## src/jbi_pkg.sv

```systemverilog
package jbi_pkg;

  // request queue sizing
  localparam int REQ_FIFO_DEPTH = 4;
  localparam int FIFO_PTR_W     = $clog2(REQ_FIFO_DEPTH);
  localparam int FIFO_CNT_W     = $clog2(REQ_FIFO_DEPTH + 1);

  // packet payload width
  localparam int PAYLOAD_W = 16;

  // saturating off-cycle counters
  localparam int PERF_CNT_W = 16;

  // consecutive data-on counter, saturates at all ones
  localparam int DOK_ON_CNT_W    = 3;
  // counter value that flags a stuck data-on
  localparam int DOK_FATAL_COUNT = 4;

  // agent ids covered by the log vectors
  localparam int NUM_AID = 7;
  // address flags kept for ports 0, 1, 4, 5
  localparam int NUM_AOK_TRK = 4;
  // data flags kept for ports 4, 5
  localparam int NUM_DOK_TRK = 2;

  // j_pack status codes, unlisted encodings behave as idle
  typedef enum logic [2:0] {
    JP_IDLE    = 3'b000,
    JP_AOK_ON  = 3'b001,
    JP_AOK_OFF = 3'b010,
    JP_DOK_ON  = 3'b011,
    JP_DOK_OFF = 3'b100
  } jpack_code_e;

  // packet kind, picks which permission applies
  typedef enum logic [1:0] {
    PK_ADDR   = 2'd0,
    PK_DATA_4 = 2'd1,
    PK_DATA_5 = 2'd2
  } pkt_kind_e;

  typedef struct packed {
    pkt_kind_e            kind;
    logic [PAYLOAD_W-1:0] payload;
  } jbi_req_t;

  // send permissions from the tracker
  typedef struct packed {
    logic ok_addr;
    logic ok_data_4;
    logic ok_data_5;
  } jbi_permit_t;

  // one-cycle fatal pulses
  typedef struct packed {
    logic fatal_4;
    logic fatal_5;
  } jbi_err_t;

endpackage

```

## src/jbi_aok_dok_tracker.sv

```systemverilog
module jbi_aok_dok_tracker import jbi_pkg::*; (
  input  logic               clk,
  input  logic               arst_n,
  input  jpack_code_e        j_pack0_m1,
  input  jpack_code_e        j_pack1_m1,
  input  jpack_code_e        j_pack4_p1,
  input  jpack_code_e        j_pack5_p1,
  output jbi_permit_t        permit,
  output jbi_err_t           err,
  output logic               aok_off_any,
  output logic               dok_off_any,
  output logic [NUM_AID-1:0] log_arb_aok,
  output logic [NUM_AID-1:0] log_arb_dok
);

  // own codes, two stages to line up with the external devices
  jpack_code_e j_pack0, j_pack0_p1;
  jpack_code_e j_pack1, j_pack1_p1;

  // address tracking, index 0..3 maps to ports 0, 1, 4, 5
  jpack_code_e            aok_code [NUM_AOK_TRK];
  logic [NUM_AOK_TRK-1:0] set_aok, clr_aok, aok_off_q, aok_off;

  // data tracking, index 0..1 maps to ports 4, 5
  jpack_code_e            dok_code [NUM_DOK_TRK];
  logic [NUM_DOK_TRK-1:0] set_dok, clr_dok, dok_off_q, dok_off;
  logic [DOK_ON_CNT_W-1:0] dok_on_cnt [NUM_DOK_TRK];

  always_ff @(posedge clk or negedge arst_n) begin
    if (!arst_n) begin
      j_pack0    <= JP_IDLE;
      j_pack0_p1 <= JP_IDLE;
      j_pack1    <= JP_IDLE;
      j_pack1_p1 <= JP_IDLE;
    end else begin
      j_pack0    <= j_pack0_m1;
      j_pack0_p1 <= j_pack0;
      j_pack1    <= j_pack1_m1;
      j_pack1_p1 <= j_pack1;
    end
  end

  // decode set and clear per tracked port
  always_comb begin
    aok_code[0] = j_pack0_p1;
    aok_code[1] = j_pack1_p1;
    aok_code[2] = j_pack4_p1;
    aok_code[3] = j_pack5_p1;
    dok_code[0] = j_pack4_p1;
    dok_code[1] = j_pack5_p1;
    for (int i = 0; i < NUM_AOK_TRK; i++) begin
      set_aok[i] = (aok_code[i] == JP_AOK_OFF);
      clr_aok[i] = (aok_code[i] == JP_AOK_ON);
    end
    for (int i = 0; i < NUM_DOK_TRK; i++) begin
      set_dok[i] = (dok_code[i] == JP_DOK_OFF);
      clr_dok[i] = (dok_code[i] == JP_DOK_ON);
    end
  end

  // sticky off flags, set and clear never coincide
  always_ff @(posedge clk or negedge arst_n) begin
    if (!arst_n) begin
      aok_off_q <= '0;
      dok_off_q <= '0;
    end else begin
      aok_off_q <= set_aok | (aok_off_q & ~clr_aok);
      dok_off_q <= set_dok | (dok_off_q & ~clr_dok);
    end
  end

  // current code acts in its own cycle, flag holds it afterwards
  assign aok_off = set_aok | (aok_off_q & ~clr_aok);
  assign dok_off = set_dok | (dok_off_q & ~clr_dok);

  // consecutive data-on counters, cleared by any other code
  always_ff @(posedge clk or negedge arst_n) begin
    if (!arst_n) begin
      for (int i = 0; i < NUM_DOK_TRK; i++) begin
        dok_on_cnt[i] <= '0;
      end
    end else begin
      for (int i = 0; i < NUM_DOK_TRK; i++) begin
        if (dok_code[i] != JP_DOK_ON) begin
          dok_on_cnt[i] <= '0;
        end else if (dok_on_cnt[i] != '1) begin
          dok_on_cnt[i] <= dok_on_cnt[i] + 1'b1;
        end
      end
    end
  end

  // single pulse, count moves past the limit on the next data-on
  assign err.fatal_4 = (dok_on_cnt[0] == DOK_ON_CNT_W'(DOK_FATAL_COUNT));
  assign err.fatal_5 = (dok_on_cnt[1] == DOK_ON_CNT_W'(DOK_FATAL_COUNT));

  // any address-off blocks all address packets
  assign permit.ok_addr   = ~|aok_off;
  assign permit.ok_data_4 = ~dok_off[0];
  assign permit.ok_data_5 = ~dok_off[1];

  assign aok_off_any = |aok_off;
  assign dok_off_any = |dok_off;

  // 1 = on, untracked ports 2, 3, 6 always on
  assign log_arb_aok = ~{1'b0, aok_off[3], aok_off[2], 2'b00, aok_off[1], aok_off[0]};
  assign log_arb_dok = ~{1'b0, dok_off[1], dok_off[0], 4'b0000};

endmodule

```

## src/jbi_flow_gate.sv

```systemverilog
module jbi_flow_gate import jbi_pkg::*; (
  input  logic        clk,
  input  logic        arst_n,
  input  logic        in_valid,
  output logic        in_ready,
  input  jbi_req_t    in_req,
  input  jbi_permit_t permit,
  output logic        out_valid,
  input  logic        out_ready,
  output jbi_req_t    out_req
);

  // single held request
  logic     hold_valid;
  jbi_req_t hold_req;

  // permission for the held kind
  logic allowed;

  always_comb begin
    case (hold_req.kind)
      PK_DATA_4: allowed = permit.ok_data_4;
      PK_DATA_5: allowed = permit.ok_data_5;
      // address and unused kinds wait on address permission
      default:   allowed = permit.ok_addr;
    endcase
  end

  // released the first cycle permission is up
  assign out_valid = hold_valid && allowed;
  assign out_req   = hold_req;

  // refill in the same cycle the held request leaves
  assign in_ready = !hold_valid || (out_valid && out_ready);

  always_ff @(posedge clk or negedge arst_n) begin
    if (!arst_n) begin
      hold_valid <= 1'b0;
    end else if (in_ready) begin
      hold_valid <= in_valid;
    end
  end

  // payload follows the valid bit
  always_ff @(posedge clk) begin
    if (in_ready && in_valid) begin
      hold_req <= in_req;
    end
  end

endmodule

```

## src/jbi_flow_top.sv

```systemverilog
module jbi_flow_top import jbi_pkg::*; (
  input  logic                  clk,
  input  logic                  arst_n,
  input  logic                  in_valid,
  output logic                  in_ready,
  input  jbi_req_t              in_req,
  output logic                  out_valid,
  input  logic                  out_ready,
  output jbi_req_t              out_req,
  input  jpack_code_e           j_pack0_m1,
  input  jpack_code_e           j_pack1_m1,
  input  jpack_code_e           j_pack4_p1,
  input  jpack_code_e           j_pack5_p1,
  input  logic [1:0]            err_clr,
  output logic [1:0]            fatal_err,
  output logic [PERF_CNT_W-1:0] perf_aok_off_cnt,
  output logic [PERF_CNT_W-1:0] perf_dok_off_cnt,
  output logic [NUM_AID-1:0]    log_arb_aok,
  output logic [NUM_AID-1:0]    log_arb_dok
);

  // queue to gate
  logic     fifo_valid, fifo_ready;
  jbi_req_t fifo_req;
  // gate to issue register
  logic     gate_valid, gate_ready;
  jbi_req_t gate_req;
  // tracker side outputs
  jbi_permit_t permit;
  jbi_err_t    err;
  logic        aok_off_any, dok_off_any;

  jbi_req_fifo jbi_req_fifo_inst (
    .clk, .arst_n, .in_valid, .in_ready, .in_req,
    .out_valid(fifo_valid), .out_ready(fifo_ready), .out_req(fifo_req)
  );

  // holds the head until flow control allows it
  jbi_flow_gate jbi_flow_gate_inst (
    .clk, .arst_n,
    .in_valid(fifo_valid), .in_ready(fifo_ready), .in_req(fifo_req), .permit,
    .out_valid(gate_valid), .out_ready(gate_ready), .out_req(gate_req)
  );

  jbi_issue_reg jbi_issue_reg_inst (
    .clk, .arst_n,
    .in_valid(gate_valid), .in_ready(gate_ready), .in_req(gate_req),
    .out_valid, .out_ready, .out_req
  );

  jbi_aok_dok_tracker jbi_aok_dok_tracker_inst (
    .clk, .arst_n, .j_pack0_m1, .j_pack1_m1, .j_pack4_p1, .j_pack5_p1,
    .permit, .err, .aok_off_any, .dok_off_any, .log_arb_aok, .log_arb_dok
  );

  jbi_status_log jbi_status_log_inst (
    .clk, .arst_n, .err, .aok_off_any, .dok_off_any, .err_clr,
    .fatal_err, .perf_aok_off_cnt, .perf_dok_off_cnt
  );

endmodule

```

## src/jbi_issue_reg.sv

```systemverilog
module jbi_issue_reg import jbi_pkg::*; (
  input  logic     clk,
  input  logic     arst_n,
  input  logic     in_valid,
  output logic     in_ready,
  input  jbi_req_t in_req,
  output logic     out_valid,
  input  logic     out_ready,
  output jbi_req_t out_req
);

  // main drives the bus side, skid catches one under back-pressure
  logic     main_valid, skid_valid;
  jbi_req_t main_req, skid_req;

  logic main_load;

  // ready comes straight from a flop
  assign in_ready  = !skid_valid;
  assign out_valid = main_valid;
  assign out_req   = main_req;

  // main slot empty or being taken this cycle
  assign main_load = !main_valid || out_ready;

  always_ff @(posedge clk or negedge arst_n) begin
    if (!arst_n) begin
      main_valid <= 1'b0;
      skid_valid <= 1'b0;
    end else if (main_load) begin
      // skid drains first to keep order
      main_valid <= skid_valid || in_valid;
      skid_valid <= 1'b0;
    end else if (in_valid && in_ready) begin
      // main stalled, park the new one
      skid_valid <= 1'b1;
    end
  end

  always_ff @(posedge clk) begin
    if (main_load) begin
      main_req <= skid_valid ? skid_req : in_req;
    end
    if (!skid_valid) begin
      skid_req <= in_req;
    end
  end

endmodule

```

## src/jbi_req_fifo.sv

```systemverilog
module jbi_req_fifo import jbi_pkg::*; (
  input  logic     clk,
  input  logic     arst_n,
  input  logic     in_valid,
  output logic     in_ready,
  input  jbi_req_t in_req,
  output logic     out_valid,
  input  logic     out_ready,
  output jbi_req_t out_req
);

  // storage, no reset needed on payload
  jbi_req_t mem [REQ_FIFO_DEPTH];

  logic [FIFO_PTR_W-1:0] wr_ptr;
  logic [FIFO_PTR_W-1:0] rd_ptr;
  logic [FIFO_CNT_W-1:0] count;

  logic push;
  logic pop;

  // full when every slot holds a request
  assign in_ready  = (count != FIFO_CNT_W'(REQ_FIFO_DEPTH));
  // head is visible the cycle after it was written
  assign out_valid = (count != '0);
  assign out_req   = mem[rd_ptr];

  assign push = in_valid && in_ready;
  assign pop  = out_valid && out_ready;

  // pointers and occupancy
  always_ff @(posedge clk or negedge arst_n) begin
    if (!arst_n) begin
      wr_ptr <= '0;
      rd_ptr <= '0;
      count  <= '0;
    end else begin
      if (push) begin
        // wrap at the last slot
        wr_ptr <= (wr_ptr == FIFO_PTR_W'(REQ_FIFO_DEPTH - 1)) ? '0 : wr_ptr + 1'b1;
      end
      if (pop) begin
        rd_ptr <= (rd_ptr == FIFO_PTR_W'(REQ_FIFO_DEPTH - 1)) ? '0 : rd_ptr + 1'b1;
      end
      // simultaneous push and pop keeps the count
      case ({push, pop})
        2'b10:   count <= count + 1'b1;
        2'b01:   count <= count - 1'b1;
        default: count <= count;
      endcase
    end
  end

  // write port
  always_ff @(posedge clk) begin
    if (push) begin
      mem[wr_ptr] <= in_req;
    end
  end

endmodule

```

## src/jbi_status_log.sv

```systemverilog
module jbi_status_log import jbi_pkg::*; (
  input  logic                  clk,
  input  logic                  arst_n,
  input  jbi_err_t              err,
  input  logic                  aok_off_any,
  input  logic                  dok_off_any,
  input  logic [1:0]            err_clr,
  output logic [1:0]            fatal_err,
  output logic [PERF_CNT_W-1:0] perf_aok_off_cnt,
  output logic [PERF_CNT_W-1:0] perf_dok_off_cnt
);

  // bit 0 is port 4, bit 1 is port 5
  logic [1:0] fatal_pulse;

  assign fatal_pulse = {err.fatal_5, err.fatal_4};

  // sticky fatal bits, write one to clear
  always_ff @(posedge clk or negedge arst_n) begin
    if (!arst_n) begin
      fatal_err <= '0;
    end else begin
      // a new pulse beats a clear in the same cycle
      fatal_err <= fatal_pulse | (fatal_err & ~err_clr);
    end
  end

  // off-cycle counters, hold at all ones
  always_ff @(posedge clk or negedge arst_n) begin
    if (!arst_n) begin
      perf_aok_off_cnt <= '0;
      perf_dok_off_cnt <= '0;
    end else begin
      if (aok_off_any && (perf_aok_off_cnt != '1)) begin
        perf_aok_off_cnt <= perf_aok_off_cnt + 1'b1;
      end
      if (dok_off_any && (perf_dok_off_cnt != '1)) begin
        perf_dok_off_cnt <= perf_dok_off_cnt + 1'b1;
      end
    end
  end

endmodule

```

## config.mk

```make
export PLATFORM = sky130hd
export DESIGN_NAME = jbi_flow_top
export DESIGN_NICKNAME = d
export VERILOG_FILES = /design/src/jbi_pkg.sv /design/src/jbi_aok_dok_tracker.sv /design/src/jbi_flow_gate.sv /design/src/jbi_flow_top.sv /design/src/jbi_issue_reg.sv /design/src/jbi_req_fifo.sv /design/src/jbi_status_log.sv
export SDC_FILE = /design/constraint.sdc
export NUM_CORES = 1
export LEC_CHECK = 0
export ABC_AREA = 1
export BUFFER_PORTS_ARGS = -buffer_cell sky130_fd_sc_hd__buf_2
export CAP_MARGIN = 20
export CORE_MARGIN = 2
export CORE_UTILIZATION = 40
export CTS_BUF_LIST = sky130_fd_sc_hd__clkbuf_2
export CTS_CLUSTER_DIAMETER = 80
export DETAILED_ROUTE_END_ITERATION = 10
export PLACE_DENSITY = 0.68
export SYNTH_ARGS = -nofsm -noshare
export SYNTH_HDL_FRONTEND = slang
export SYNTH_SLANG_ARGS = --single-unit
```

## constraint.sdc

```tcl
create_clock -name clk -period 3.7 [get_ports clk]
set_input_delay 1.11 -clock clk [delete_from_list [all_inputs] [get_ports clk]]
set_output_delay 1.11 -clock clk [all_outputs]
set_load 0.005 [all_outputs]
```

Word level (Yosys, flattened, before mapping). Memory sizes are Yosys's and may differ from the RTL's. A register that Yosys moved wholly into a read port is not among the register bits. Cells that the tools add are included. Widths: inputs -> output; s select.

$lt $le $gt $ge: 0. Shifts and indexed selects: 0. Bitwise logic cells: 13. Eq/ne operators: 27. Muxes and demuxes: 13. Add/subtract/negate cells: 8. Div/mod/pow operators: 0. Multipliers: 0. Reductions and logical operators: 20.

Operators by type and width (number): $add 16x1->16 const B (2); $ne 16x16->1 const B (2); $eq 3x2->1 const B (6); $mux 18 (1); $not 6->7 (2); $eq 3x1->1 const B (4); $eq 3x3->1 const B (4); $mux 3 (4); $add 3x1->3 const B (3); $ne 3x3->1 const B (3); $eq 2x2->1 const B (4); $reduce_bool 2->1 (4); $logic_and 1x1->1 (6); $ne 3x2->1 const B (2); $pmux 3 s2 (1); $add 2x1->2 const B (2); $and 2x2->2 (2); $and 4x4->4 (1); $eq 2x1->1 const B (2); $logic_not 1->1 (4); $mux 1 (4); $mux 2 (2); $not 2->2 (2); $not 4->4 (1); other kinds (9) (13).

Bits of input ports: 36. Bits in read-only memories: 0. Word-level logic and storage cells: 103. Memory bits (writable): 72. Output and inout port bits: 68. Bits in latches: 0. Memories: 1. Register bits: 104.

Memory list: jbi_req_fifo_inst.mem (words 4, bits a word 18, rd ports 1, clocked after memory_dff 1, wr ports 1, RTL line jbi_req_fifo.sv:13) `jbi_req_t mem [REQ_FIFO_DEPTH];`.

Longest topological paths before layout.
Depth after elaboration: 13. Depth in mapped cells: 17. Mapped depth without buffers: 17.

Cells and area by module. A second synthesis with hierarchy kept.

Cells, all modules: 846. Area, all modules: 8455.6 um2.

By module, submodules not included: jbi_req_fifo (sequential area each 2337.2 um2, instances 1, cells an instance 268, area each 3358.2 um2); jbi_status_log (sequential area each 850.8 um2, instances 1, cells an instance 301, area each 2050.7 um2); jbi_issue_reg (sequential area each 950.9 um2, instances 1, cells an instance 101, area each 1226.2 um2); jbi_aok_dok_tracker (sequential area each 600.6 um2, instances 1, cells an instance 140, area each 1158.6 um2); jbi_flow_gate (sequential area each 565.5 um2, instances 1, cells an instance 36, area each 661.9 um2).

Worst setup path after synthesis. OpenSTA, ideal clock, no wires.

Path type: input -> register. Start: input port j_pack4_p1[2]. End: register jbi_req_fifo_inst.count[2]. Data required time: 3576 ps. Stages: 15. Arrival: 3333 ps. Setup slack: 243 ps. Library setup time: 124 ps. Cell sequence: inv_1 -> nand3_1 -> a21oi_2 -> nand3_2 -> nand2_1 -> nand3_1 -> nand2_1 -> nand2_1 -> inv_1 -> ha_1 -> inv_1 -> fa_1 -> a21oi_1 -> o21ai_0 -> xnor2_1.

Word-level cells in the longest chain between the ends: 13. Elaborated cells on any way between the ends: 22.

Ends and longest elaborated chain: start: declaration (RTL line jbi_flow_top.sv:12) `input jpack_code_e j_pack4_p1,`; $eq 3x1->1 (RTL line jbi_aok_dok_tracker.sv:53) `clr_aok[i] = (aok_code[i] == JP_AOK_ON);`; $not 4->4 (RTL line jbi_aok_dok_tracker.sv:73) `assign aok_off = set_aok | (aok_off_q & ~clr_aok);`; $and 4x4->4 (RTL line jbi_aok_dok_tracker.sv:73); $or 4x4->4 (RTL line jbi_aok_dok_tracker.sv:73); $reduce_or 4->1 (RTL line jbi_aok_dok_tracker.sv:98) `assign permit.ok_addr = ~|aok_off;`; $logic_not 1->1 (RTL line jbi_aok_dok_tracker.sv:98); $pmux 1 s2 (*) (RTL line jbi_flow_gate.sv:21) `case (hold_req.kind)`; $logic_and 1x1->1 (*) (RTL line jbi_flow_gate.sv:30) `assign out_valid = hold_valid && allowed;`; $logic_and 1x1->1 (*) (RTL line jbi_flow_gate.sv:34) `assign in_ready = !hold_valid || (out_valid && out_ready);`; $logic_or 1x1->1 (*) (RTL line jbi_flow_gate.sv:34); $logic_and 1x1->1 (*) (RTL line jbi_req_fifo.sv:29) `assign pop = out_valid && out_ready;`; net jbi_req_fifo_inst.pop (RTL line jbi_req_fifo.sv:20) `logic pop;`; $eq 2x1->1 or $eq 2x2->1 (tied branches) (RTL line jbi_req_fifo.sv:46) `case ({push, pop})`; $pmux 3 s2 or $reduce_bool 2->1 (tied branches); end signal: assignment (RTL line jbi_req_fifo.sv:47) `2'b10: count <= count + 1'b1;`; end signal: assignment (RTL line jbi_req_fifo.sv:48) `2'b01: count <= count - 1'b1;`; end signal: assignment (RTL line jbi_req_fifo.sv:49) `default: count <= count;`; end: declaration (RTL line jbi_req_fifo.sv:17) `logic [FIFO_CNT_W-1:0] count;`.

The timed path passes the listed nets; every way through them passes the cells marked *. A chain may end at the register's enable or synchronous reset.

Worst setup path in the final report.
Start: input port j_pack4_p1[2]. End: output port log_arb_dok[4].

Word-level cells in the longest chain between the ends: 5. Elaborated cells on any way between the ends: 6.

Ends and longest elaborated chain: $eq 3x2->1 (RTL line jbi_aok_dok_tracker.sv:57) `clr_dok[i] = (dok_code[i] == JP_DOK_ON);`; $not 2->2 (RTL line jbi_aok_dok_tracker.sv:74) `assign dok_off = set_dok | (dok_off_q & ~clr_dok);`; $and 2x2->2 (RTL line jbi_aok_dok_tracker.sv:74); $or 2x2->2 (*) (RTL line jbi_aok_dok_tracker.sv:74); net jbi_aok_dok_tracker_inst.dok_off[0] (RTL line jbi_aok_dok_tracker.sv:26) `logic [NUM_DOK_TRK-1:0] set_dok, clr_dok, dok_off_q, dok_off;`; $not 6->7 (*) (RTL line jbi_aok_dok_tracker.sv:107) `assign log_arb_dok = ~{1'b0, dok_off[1], dok_off[0], 4'b0000};`; end: declaration (RTL line jbi_flow_top.sv:19) `output logic [NUM_AID-1:0] log_arb_dok`.

Marks and branches as above.

==> impl_results.md <==
- Setup skew after layout: 0.0471 ns
- GP Congestion: 0.803
- Status: complete, no violations
- 1st-iter DRT viols: 382
- Global Route Usage Sum: 0.141
- Vias/cell: 4.75
- Power per cell area: 702 nW/um^2
- Top-area cell type share of the netlist area: 0.425
- CP Launch Type: input pin
- CP max FO: 3
- Final setup viols: 0
- Resize count post-CTS: 0
- Root Buffer: clkbuf_2
- Worst setup slack after layout: 0.800 ns
- Worst path cell trace: buf_2, inv_1, nand3_1, nand2_1, nand2_1, inv_1, buf_2
- Largest stage delay, worst path: 0.13 ns
- Worst skew pair latency: 0.78 ns
- CTS Buf Count: 17
- Fin Setup TNS: 0 ns
- Post-CTS Setup Bufs: 0
- Synth area leaders: edfxtp_1, dfrtp_1, nand2_1
- #FFs+latches synth: 194
- Final hold violation count: 0
- Clk pin slew, worst setup/hold paths: 0.29 ns
- Achievable Freq: 345 MHz
- Chip Width: 142 um
- Critical path class: input pin to output port
- Maximum VDD drop: 273 uV
- Total congestion overflow: 0
- Synth unique cells: 33
- TritonCTS clock tree: done
- I/O Pins: 104
- Critical Path AT: 1.79 ns
- Required @ worst endpoint: 2.59 ns
- Design area: 8630 sq um
- IO Port Bufs: 95
- Initial Util: 0.408
- Synthesis warning total: 0
- Vias in the first global route: 4481
- Post-DP Area: 8390 sq um
- Area leader, netlist: edfxtp_1
- Most frequent cells in the layout: nand2_1, edfxtp_1, buf_2, nor2_1, dfrtp_1
- Die area: 20200 sq um
- Mux cell area share after synthesis: 0
- Setup Slack @ Placement: 0.335 ns
- Die Span Y: 142 um
- Drt wl/cell: 13.5 um
- Unrepaired setup endpoints after global routing: no
- Detailed Route WL: 13600 um
- Register-to-Register Setup Slack: 1.12 ns
- Pin count of the biggest net entering global routing: 69
- Clock Path Buffers: 2
- NumNets Final: 816
- Synth-to-Final Area Change: 13.0%
- Overall power: 6060 uW
- Slowest CP cell: buf_2
- Synth Area in Compound Gates: 0.0578
- Synthesized instance count: 654
- Non-Filler Instances: 1013
- Crit. End Element: output port
- Largest family of logic cells by synthesized area: simple AND/OR/NAND/NOR gates
- Tcrit/Tclk final: 0.784
- Share of cells above drive strength 1: 0.198
- H-tree Lvls: 4
- Initial antenna violation count: 4
- Adder-cell area share of the yosys netlist: 0.0288
- Most common cell after layout, fill and taps aside: nand2_1
- Clk sink count: 194
- Xor and xnor area share after synthesis: 0.0321
- Hold Crit Class: register to register
- DP Wirelength: 9150 um
- Routed vias: 4815
- Core box area: 18700 sq um
- DRC Markers: 0
- Hold-fix buffers, CTS: 0
- Register area share after synthesis: 0.695
- Leak: 0.00372 uW
- Placed cells: 978
- Synth Area in Simple Gates: 0.139
- Worst Max-Slew Pin Slew: 0.886 ns
- Row Count: 50
- Post-layout minimum cycle time: 2.90 ns
- Drt pass-1 iters: 4
- Cell area after synthesis: 7640 sq um
- Worst slew margin: 0.410
- Final Slew Violations: 0
- Residual antenna-violating net count after detailed routing: 0
- First-pass GRT wire length: 22100 um
- Max-Cap Viols: 0
- Avg Inst Size Synth: 11.7 sq um
## worst paths after layout
path                                                         from                                       to  cells after the start
max reg2reg                jbi_aok_dok_tracker_inst.j_pack0_p1[2]               jbi_req_fifo_inst.count[2]                     15
min                           jbi_aok_dok_tracker_inst.j_pack0[0]   jbi_aok_dok_tracker_inst.j_pack0_p1[0]                      0
max                                                 j_pack4_p1[2]                           log_arb_dok[4]                      7
min in group asynchronous                                  arst_n  jbi_status_log_inst.perf_dok_off_cnt[0]                      2
max in group asynchronous                                  arst_n    jbi_aok_dok_tracker_inst.aok_off_q[3]                      2
min reg2reg                   jbi_aok_dok_tracker_inst.j_pack0[0]   jbi_aok_dok_tracker_inst.j_pack0_p1[0]                      0
## per-layer routing
layer,routed length (um),vias up,GRT usage
met2,6460,99,0.223
met1,6160,2294,0.182
met3,783,18,0.0461
met4,221,2,0.0532
li1,-,2402,-
met5,7,-,0
## registers in the layout (all words and copies together), names as in the netlist, 3 cells and up
name,cells
jbi_aok_dok_tracker_inst.j_pack0,3
jbi_status_log_inst.perf_dok_off_cnt,16
jbi_status_log_inst.perf_aok_off_cnt,16
jbi_issue_reg_inst.skid_req,18
jbi_aok_dok_tracker_inst.j_pack1,3
jbi_req_fifo_inst.mem,72
jbi_aok_dok_tracker_inst.aok_off_q,4
jbi_aok_dok_tracker_inst.j_pack1_p1,3
jbi_aok_dok_tracker_inst.dok_on_cnt,6
jbi_flow_gate_inst.out_req,18
jbi_issue_reg_inst.out_req,18
jbi_aok_dok_tracker_inst.j_pack0_p1,3
jbi_req_fifo_inst.count,3
## cell type report
type	instances	area (sq um)
Inverter	65	246
Antenna cell	3	7.51
Clock inverter	15	144
Clock buffer	17	85.1
Tap cell	234	293
Timing Repair Buffer	105	551
Sequential cell	194	5310
Multi-Input combinational cell	380	2000
Fill cell	1718	10100
## synthesized netlist by cell type (all sizes together)
cell type / n
a21oi: 4
a31oi: 5
buf: 10
clkbuf: 12
clkinv: 2
conb: 1
dfrtp: 68
dfxtp: 18
edfxtp: 108
fa: 1
ha: 16
inv: 63
nand2: 120
nand3: 30
nand3b: 1
nand4: 8
nor2: 77
nor3: 9
nor4: 1
o21ai: 54
o22ai: 18
xnor2: 12
xor2: 16
## report_power, final
group	switching [uW]	total [uW]	internal (uW)	leakage [uW]
combinational	1110	1730	620	0.00157
sequential	274	3350	3070	0.00201
clock	765	978	213	0.000140
## worst max-delay path: cells and delay by family
kind	cells	cell delay, ns
buffers and inverters	4	0.43
and+or+nand+nor	3	0.26
## cells by family after synthesis
| family | count (synthesis) |
|---|---|
| buffers and inverters | 87 |
| xor gates and xnor gates | 28 |
| and+or+nand+nor | 246 |
| adders and majority gates | 17 |
| other | 1 |
| AOI/OAI and AO/OA | 81 |
| DFF | 194 |
## per-stage QoR
step	util	hold slack, ns
global placement	0.449	0.332
CTS	0.461	0.331
finish	0.461	0.390
global route	0.461	0.309
floorplan	-	0.331
detailed placement	0.449	0.335
(Power assumes the default switching activity.)
